File: src/router_config.svh
`ifndef ROUTER_CONFIG_SVH
`define ROUTER_CONFIG_SVH

// one flit carries a 3-bit id and 13 bits of header or body payload.
`define FLIT_WIDTH 16

// local, north, east, west and south.
`define NUM_PORTS 5

// entries in each input queue.
`define QUEUE_DEPTH 8

// body count carried in the header flit.
`define LENGTH_WIDTH 12

`endif

File: src/routerPkg.sv
`include "router_config.svh"

package routerPkg;

  localparam logic [2:0] headFlitId = 3'b001;
  localparam logic [2:0] bodyFlitId = 3'b010;

  typedef struct packed
  {
    logic [2:0]               flitId;
    logic                     spare;
    logic [`LENGTH_WIDTH-1:0] length; // number of body flits that follow.
  } headerFields;

  typedef struct packed
  {
    logic [2:0]             flitId;
    logic [`FLIT_WIDTH-4:0] data;
  } bodyFields;

  // The same word is read as a header or as a body depending on its id.
  typedef union packed
  {
    headerFields headerView;
    bodyFields   bodyView;
  } flitWord;

  // bit 0 is local, bit 4 is south.
  typedef logic [`NUM_PORTS-1:0] portMask;

endpackage

File: src/flitQueue.sv
`timescale 1ns/1ps
`include "router_config.svh"

module flitQueue
  import routerPkg::*;
(
  input  logic    clk,
  input  logic    rst,
  input  logic    pushValid,
  input  flitWord pushFlit,
  output logic    full,
  input  logic    pop,
  output flitWord headFlit,
  output logic    notEmpty
);

  localparam int AddrWidth = $clog2(`QUEUE_DEPTH);

  flitWord mem [`QUEUE_DEPTH];
  logic [AddrWidth-1:0] rdPtr;
  logic [AddrWidth-1:0] wrPtr;
  logic [AddrWidth:0] count;
  logic doPush;
  logic doPop;

  assign doPush = pushValid && !full; // a push into a full queue is dropped.
  assign doPop = pop && notEmpty;

  always_ff @(posedge clk)
  begin
    if (rst)
    begin
      rdPtr <= '0;
      wrPtr <= '0;
      count <= '0;
    end
    else
    begin
      if (doPush)
        wrPtr <= wrPtr + 1'b1; // depth is a power of two, so the pointer wraps by itself.
      if (doPop)
        rdPtr <= rdPtr + 1'b1;
      count <= count + (AddrWidth + 1)'(doPush) - (AddrWidth + 1)'(doPop);
    end
  end

  always_ff @(posedge clk)
  begin
    if (doPush)
      mem[wrPtr] <= pushFlit;
  end

  assign headFlit = mem[rdPtr];
  assign full = (count == (AddrWidth + 1)'(`QUEUE_DEPTH));
  assign notEmpty = (count != '0);

  // The source watches full and must hold its push off.
  noPushWhenFull: assert property (@(posedge clk) disable iff (rst)
    !(pushValid && full))
    else $error("flitQueue: push while full at %0t", $time);

  // The arbiter only pops a queue it has seen holding a flit.
  noPopWhenEmpty: assert property (@(posedge clk) disable iff (rst)
    !(pop && !notEmpty))
    else $error("flitQueue: pop while empty at %0t", $time);

endmodule

File: src/packetTimer.sv
`timescale 1ns/1ps
`include "router_config.svh"

module packetTimer
  import routerPkg::*;
(
  input  logic    clk,
  input  logic    rst,
  input  logic    pop,
  input  flitWord headFlit,
  output logic    lastFlit
);

  logic [`LENGTH_WIDTH-1:0] length;
  logic [`LENGTH_WIDTH-1:0] count;
  logic isHeader;

  assign isHeader = (headFlit.headerView.flitId == headFlitId);

  always_ff @(posedge clk)
  begin
    if (rst)
    begin
      length <= '0;
      count <= '0;
    end
    else if (pop && isHeader)
    begin
      length <= headFlit.headerView.length;
      count <= '0;
    end
    else if (pop)
      count <= count + 1'b1; // bodies forwarded so far.
  end

  always_comb
  begin
    if (!pop)
      lastFlit = 1'b0;
    else if (isHeader)
      lastFlit = (headFlit.headerView.length == '0); // header-only packet.
    else
      lastFlit = ((count + 1'b1) == length);
  end

endmodule

File: src/outputArbiter.sv
`timescale 1ns/1ps
`include "router_config.svh"

module outputArbiter
  import routerPkg::*;
(
  input  logic    clk,
  input  logic    rst,
  input  flitWord headFlit [`NUM_PORTS],
  input  portMask notEmpty,
  output portMask pop,
  output flitWord outFlit,
  output logic    outValid,
  output portMask outPort
);

  portMask grant; // all zero while idle.
  portMask nextGrant;
  portMask lastServed;
  portMask lastVec;
  logic grantDone;
  flitWord selFlit;

  // First requester after the one-hot position in after, going L, N, E, W, S.
  // The port in after itself comes last.
  function automatic portMask pickNext(portMask after, portMask req);
    portMask pick;
    int base;
    int idx;
    pick = '0;
    base = 0;
    for (int i = 0; i < `NUM_PORTS; i++)
    begin
      if (after[i])
        base = i;
    end
    for (int k = `NUM_PORTS; k >= 1; k--)
    begin
      idx = (base + k) % `NUM_PORTS;
      if (req[idx])
      begin
        pick = '0;
        pick[idx] = 1'b1; // later hits are closer to base, so they win.
      end
    end
    return pick;
  endfunction

  for (genvar p = 0; p < `NUM_PORTS; p++)
  begin : genTimer
    packetTimer timer_i (
      .clk      (clk),
      .rst      (rst),
      .pop      (pop[p]),
      .headFlit (headFlit[p]),
      .lastFlit (lastVec[p])
    );
  end

  // The granted port is drained whenever it has a flit, and waits otherwise.
  assign pop = grant & notEmpty;
  assign grantDone = |(pop & lastVec);

  always_comb
  begin
    nextGrant = grant;
    if (grant == '0)
      nextGrant = pickNext(lastServed, notEmpty);
    else if (grantDone)
      nextGrant = pickNext(grant, notEmpty & ~grant); // handover without a bubble.
  end

  always_comb
  begin
    selFlit = '0;
    for (int i = 0; i < `NUM_PORTS; i++)
    begin
      if (pop[i])
        selFlit = headFlit[i];
    end
  end

  always_ff @(posedge clk)
  begin
    if (rst)
    begin
      grant <= '0;
      lastServed <= portMask'(1) << (`NUM_PORTS - 1); // south, so local goes first.
      outValid <= 1'b0;
      outPort <= '0;
    end
    else
    begin
      grant <= nextGrant;
      if (grantDone)
        lastServed <= grant;
      outValid <= |pop;
      outPort <= pop;
    end
  end

  always_ff @(posedge clk)
  begin
    if (|pop)
      outFlit <= selFlit;
  end

  grantOneHot: assert property (@(posedge clk) disable iff (rst)
    $onehot0(grant))
    else $error("outputArbiter: grant %b is not one-hot at %0t", grant, $time);

  // Once a packet has started, every later pop under the same grant is a body flit.
  bodyInsidePacket: assert property (@(posedge clk) disable iff (rst)
    (pop != '0 && grant == $past(grant)) |->
      (selFlit.bodyView.flitId == bodyFlitId))
    else $error("outputArbiter: pop %b took a non-body flit inside a packet at %0t",
                pop, $time);

  // A fresh grant always lands on a port whose queue head starts a packet.
  firstPopIsHeader: assert property (@(posedge clk) disable iff (rst)
    (grant != '0 && grant != $past(grant)) |->
      (pop == grant && selFlit.headerView.flitId == headFlitId))
    else $error("outputArbiter: grant %b started on a body flit at %0t", grant, $time);

endmodule

File: src/routerOutputPort.sv
`timescale 1ns/1ps
`include "router_config.svh"

module routerOutputPort
  import routerPkg::*;
(
  input  logic                   clk,
  input  logic                   rst,
  input  logic [`FLIT_WIDTH-1:0] lFlit,
  input  logic [`FLIT_WIDTH-1:0] nFlit,
  input  logic [`FLIT_WIDTH-1:0] eFlit,
  input  logic [`FLIT_WIDTH-1:0] wFlit,
  input  logic [`FLIT_WIDTH-1:0] sFlit,
  input  logic                   lValid,
  input  logic                   nValid,
  input  logic                   eValid,
  input  logic                   wValid,
  input  logic                   sValid,
  output logic                   lFull,
  output logic                   nFull,
  output logic                   eFull,
  output logic                   wFull,
  output logic                   sFull,
  output logic [`FLIT_WIDTH-1:0] outFlit,
  output logic                   outValid,
  output logic [`NUM_PORTS-1:0]  outPort
);

  flitWord pushFlit [`NUM_PORTS];
  flitWord headFlit [`NUM_PORTS];
  portMask pushValid;
  portMask fullVec;
  portMask notEmpty;
  portMask pop;
  flitWord arbFlit;

  // index order is L, N, E, W, S.
  assign pushFlit[0] = lFlit;
  assign pushFlit[1] = nFlit;
  assign pushFlit[2] = eFlit;
  assign pushFlit[3] = wFlit;
  assign pushFlit[4] = sFlit;
  assign pushValid = {sValid, wValid, eValid, nValid, lValid};
  assign {sFull, wFull, eFull, nFull, lFull} = fullVec;
  assign outFlit = arbFlit;

  for (genvar p = 0; p < `NUM_PORTS; p++)
  begin : genQueue
    flitQueue queue_i (
      .clk       (clk),
      .rst       (rst),
      .pushValid (pushValid[p]),
      .pushFlit  (pushFlit[p]),
      .full      (fullVec[p]),
      .pop       (pop[p]),
      .headFlit  (headFlit[p]),
      .notEmpty  (notEmpty[p])
    );
  end

  outputArbiter arbiter_i (
    .clk      (clk),
    .rst      (rst),
    .headFlit (headFlit),
    .notEmpty (notEmpty),
    .pop      (pop),
    .outFlit  (arbFlit),
    .outValid (outValid),
    .outPort  (outPort)
  );

endmodule

File: config.mk
export PLATFORM = sky130hd
export DESIGN_NAME = routerOutputPort
export DESIGN_NICKNAME = d
export VERILOG_FILES = /design/src/routerPkg.sv /design/src/flitQueue.sv /design/src/packetTimer.sv /design/src/outputArbiter.sv /design/src/routerOutputPort.sv
export VERILOG_INCLUDE_DIRS = /design/src /design/src/src
export SDC_FILE = /design/constraint.sdc
export NUM_CORES = 1
export LEC_CHECK = 0
export BUFFER_PORTS_ARGS = -buffer_cell sky130_fd_sc_hd__buf_2
export CAP_MARGIN = 20
export CORE_ASPECT_RATIO = 0.9
export CORE_MARGIN = 4
export CORE_UTILIZATION = 40
export DETAILED_ROUTE_END_ITERATION = 12
export GPL_TIMING_DRIVEN = 1
export PLACE_DENSITY = 0.59
export SETUP_SLACK_MARGIN = 0.05
export SYNTH_ARGS = -nofsm -noshare
export SYNTH_HDL_FRONTEND = slang
export SYNTH_HIERARCHICAL = 1
export SYNTH_SLANG_ARGS = --single-unit
File: constraint.sdc
create_clock -name clk -period 11.8 [get_ports clk]
set_input_delay 1.18 -clock clk [delete_from_list [all_inputs] [get_ports clk]]
set_output_delay 1.18 -clock clk [all_outputs]
set_load 0.01 [all_outputs]
==> insert_results.sql <==
INSERT INTO impl_metrics (metric_group, metric, value, unit) VALUES
('die', 'die_y', '301', 'µm'),
('worst_setup_path', 'start_kind', 'flop', ''),
('place', 'dpl.hpwl', '58300', 'µm'),
('synth', 'postSynthAreaPerCell', '14.5', 'µm²'),
('global_route', 'met3_track_usage_gr', '0.0306', ''),
('global_route', 'groute.layer.met1.usage', '0.240', ''),
('global_route', 'grt-ovfl-total', '0', ''),
('cells_and_area', 'stdcell_count', '4091', ''),
('timing', 'unrepaired_setup_endpoints_after_global_routing', 'false', ''),
('synth', 'synth_largest_area_cell', 'sky130_fd_sc_hd__edfxtp_1', ''),
('global_route', 'first_pass_grt_wire_length', '135000', 'µm'),
('cells_and_area', 'layout.nets', '2902', ''),
('place', 'port_buffers', '113', ''),
('worst_setup_path', 'crit_fanout', '32', ''),
('place', 'place.gp.congestion', '0.890', ''),
('synth', 'post_synthesis_instance_total', '2628', ''),
('global_route', 'first_global_vias', '22200', ''),
('die', 'fp.dieArea', '100000', 'µm²'),
('outcome', 'status', 'finished, final reports clean', ''),
('clock_network', 'clock_tree_from_tritoncts', 'done', ''),
('timing', 'finalHoldViolCount', '0', ''),
('clock_network', 'clock_path_buffers', '3', ''),
('cells_and_area', 'layout.filler_cells', '8353', ''),
('clock_network', 'cts.htree.levels', '3', ''),
('synth', 'synth_area', '38000', 'µm²'),
('clock_network', 'cts_inserted_buffers', '91', ''),
('timing', 'final_min_period', '4.51', 'ns'),
('clock_network', 'clk_root_buffer_cell', 'sky130_fd_sc_hd__clkbuf_16', ''),
('worst_setup_path', 'cp_data_required_time', '12.34', 'ns'),
('clock_network', 'ctsHoldBuffers', '0', ''),
('power', 'power.static_leakage', '14.3', 'nW'),
('timing', 'setup-tns-final', '0', 'ns'),
('timing', 'worst_slack', '7.29', 'ns'),
('synth', 'synth-seq-area-share', '0.623', ''),
('routing', 'drtIter0Drc', '1852', ''),
('routing', 'wl_per_cell', '21.7', 'µm'),
('routing', 'final_antenna_net_count', '0', ''),
('clock_network', 'clock-sinks', '856', ''),
('timing', 'fin_crit_share', '0.383', ''),
('global_route', 'initial_antenna_violation_count', '12', ''),
('clock_network', 'clkSlewWorstSetupHoldPaths', '0.06', 'ns'),
('global_route', 'gr_peak_layer', 'met2', ''),
('routing', 'via_count', '22500', ''),
('synth', 'top_reg_cell_synth', 'sky130_fd_sc_hd__edfxtp_1', ''),
('synth', 'synth_cell_type_count', '88', ''),
('synth', 'share_of_async_settable_or_async_resettable_flops_after_synthesis', '0', ''),
('timing', 'drv_slew', '0', ''),
('worst_hold_path', 'holdCritPathClass', 'reg2reg', ''),
('routing', 'avgViaCountPerCell', '5.49', ''),
('global_route', 'grt_start_max_net_pins', '55', ''),
('worst_setup_path', 'crit_path_end_kind', 'flop', ''),
('cells_and_area', 'synthToLayoutAreaGrowth', '13.2', '%'),
('clock_network', 'cts-resized-gates', '0', ''),
('synth', 'synth.top_cells.by_area', 'sky130_fd_sc_hd__edfxtp_1 (52%), sky130_fd_sc_hd__dfxtp_1 (11%), sky130_fd_sc_hd__mux4_1 (9.7%)', ''),
('synth', 'number_of_enable_flip_flop_cells_after_synthesis', '656', ''),
('place', 'place_worst_setup_slack', '7.35', 'ns'),
('routing', 'detail_route.drc_violations', '0', ''),
('cells_and_area', 'layout.core_utilization', '0.456', ''),
('routing', 'wl', '88800', 'µm'),
('global_route', 'grt_use_total', '0.175', ''),
('clock_network', 'clkLatencyLatePin', '0.67', 'ns'),
('timing', 'max-slew-margin-rel', '0.277', ''),
('global_route', 'globalRouteMet2Util', '0.283', ''),
('cells_and_area', 'final_layout_size_suffix_gt1_frac', '0.170', ''),
('die', 'chipWidth', '333', 'µm'),
('timing', 'tightest_slew', '1.08', 'ns'),
('synth', 'yosys_warnings', '6', ''),
('synth', 'synth_seq_cells', '856', ''),
('power', 'ir_drop', '0.112', 'mV'),
('clock_network', 'cts_setup_buffers', '0', ''),
('timing', 'finClkSkew', '0.0293', 'ns'),
('timing', 'max_clock_freq', '0.222', 'GHz'),
('power', 'post-layout-total-power', '8.62', 'mW'),
('timing', 'setup_violations', '0', ''),
('power', 'power_density', '200', 'nW/µm²'),
('place', 'dpl.cell_count', '3913', ''),
('worst_setup_path', 'arrival_time_at_the_worst_endpoint', '5.06', 'ns'),
('die', 'ios', '114', ''),
('die', 'start_util', '0.403', ''),
('worst_setup_path', 'worstSetupPathType', 'reg2reg', ''),
('synth', 'synth.top_cell.area_share', '0.518', ''),
('routing', 'drt_pre_antenna_iters', '5', ''),
('die', 'placeableCoreArea', '94500', 'µm²'),
('run', 'cap_viol_max_count', '0', ''),
('die', 'std_cell_rows', '107', '');
-- registers in the layout, indices dropped and copies added (netlist names), named ones only --
| register | flops |
|---|---|
| arbiter_i/grant | 5 |
| genQueue.queue_i/mem | 640 |
| genQueue.queue_i/wrPtr | 15 |
| arbiter_i/outValid | 1 |
| genQueue.queue_i/count | 20 |
| arbiter_i/outPort | 5 |
| arbiter_i/outFlit | 16 |
| arbiter_i/genTimer.timer_i/count | 60 |
| arbiter_i/genTimer.timer_i/length | 60 |
| genQueue.queue_i/rdPtr | 15 |
| arbiter_i/lastServed | 4 |
-- layout make-up --
type | instances | area, µm² | share of cell area
Sequential cell | 856 | 23700 | 0.550
Multi-Input combinational cell | 1573 | 13500 | 0.314
Clock buffer | 113 | 2400 | 0.0557
Tap cell | 1253 | 1570 | 0.0364
Timing Repair Buffer | 158 | 926 | 0.0215
Clock inverter | 59 | 654 | 0.0152
Inverter | 74 | 278 | 0.00645
Antenna cell | 5 | 12.5 | 0.000290
-- final timing paths --
check,from,end,slack (ns),depth (start not counted)
worst min register to register,arbiter_i/genTimer[3].timer_i/length[0],arbiter_i/genTimer[3].timer_i/length[0],0.47,2
worst max register to register,flop,arbiter_i/grant[0],7.29,13
worst min-delay path,arbiter_i/genTimer[3].timer_i/length[0],arbiter_i/genTimer[3].timer_i/length[0],0.47,2
worst max-delay path,flop,arbiter_i/grant[0],7.29,13
-- stage by stage --
| stage | hold WS (ns) | instance area (µm²) |
|---|---|---|
| final | 0.466 | 43100 |
| after global routing | 0.479 | 43100 |
| after CTS | 0.466 | 43000 |
| after detailed placement | 0.459 | 40000 |
| after global placement | 0.459 | 40000 |
| after floorplan | 0.442 | 38100 |
-- routing by layer --
| layer | up-vias | wire [µm] |
|---|---|---|
| li1 | 10400 | - |
| met1 | 11300 | 39000 |
| met2 | 615 | 42100 |
| met3 | 147 | 5160 |
| met4 | 8 | 2480 |
| met5 | - | 46 |
-- cells in the mapped netlist (all sizes together), types with 28 or more instances --
cell type and count:
inv 73, nand2 236, xor2 80, nor2b 32, nand2b 28, nor3 57
nand4 42, nand3 47, nor2 190, o21ai 64, ha 56, nor4 40
clkbuf 46, mux4 160, a21oi 138, dfxtp 200, mux2 98, xnor2 61
buf 82, edfxtp 656
-- worst max-delay path: stages, from the launching register on --
cell and delay [ns]:
sky130_fd_sc_hd__dfxtp_2 0.95, sky130_fd_sc_hd__mux4_1 0.64, sky130_fd_sc_hd__mux2_2 0.30, sky130_fd_sc_hd__nor3b_1 0.41, sky130_fd_sc_hd__and2_1 0.46, sky130_fd_sc_hd__nand4_1 0.22, sky130_fd_sc_hd__o31ai_1 0.14, sky130_fd_sc_hd__nand2_1 0.17
sky130_fd_sc_hd__nand2_1 0.13, sky130_fd_sc_hd__a221oi_2 0.04, sky130_fd_sc_hd__buf_4 0.23, sky130_fd_sc_hd__a31oi_1 0.21, sky130_fd_sc_hd__o211ai_1 0.12, sky130_fd_sc_hd__a221o_1 0.37
-- placed cells by master, fill, tap and decap left out, drive strengths merged, types with 8 or more instances in the layout --
cell    count
a21oi     138
a221oi     19
a31oi       9
and2       16
and3       11
and3b      11
and4       11
buf       158
bufinv     10
clkbuf    113
clkinv     37
dfxtp     200
edfxtp    656
ha         56
inv        79
mux2       98
mux2i      16
mux4      160
nand2     236
nand2b     28
nand3      47
nand4      42
nor2      190
nor2b      32
nor3       57
nor3b      12
nor4       40
o211ai     19
o21ai      64
o31ai       8
or3        18
xnor2      61
xor2       80
-- report_power, final --
group | internal [mW] | switching [mW]
logic | 0.731 | 1.32
clock network | 1.68 | 1.20
registers | 3.50 | 0.185
total | 5.92 | 2.70
-- cell families after synthesis --
group,synth area share
compound gates,0.0529
mux,0.142
other cells,0.0000986
flops,0.623
simple gates,0.101
xor+xnor,0.0327
fa+ha+maj,0.0210
buf+inv,0.0270
(Power assumes the default switching activity.)
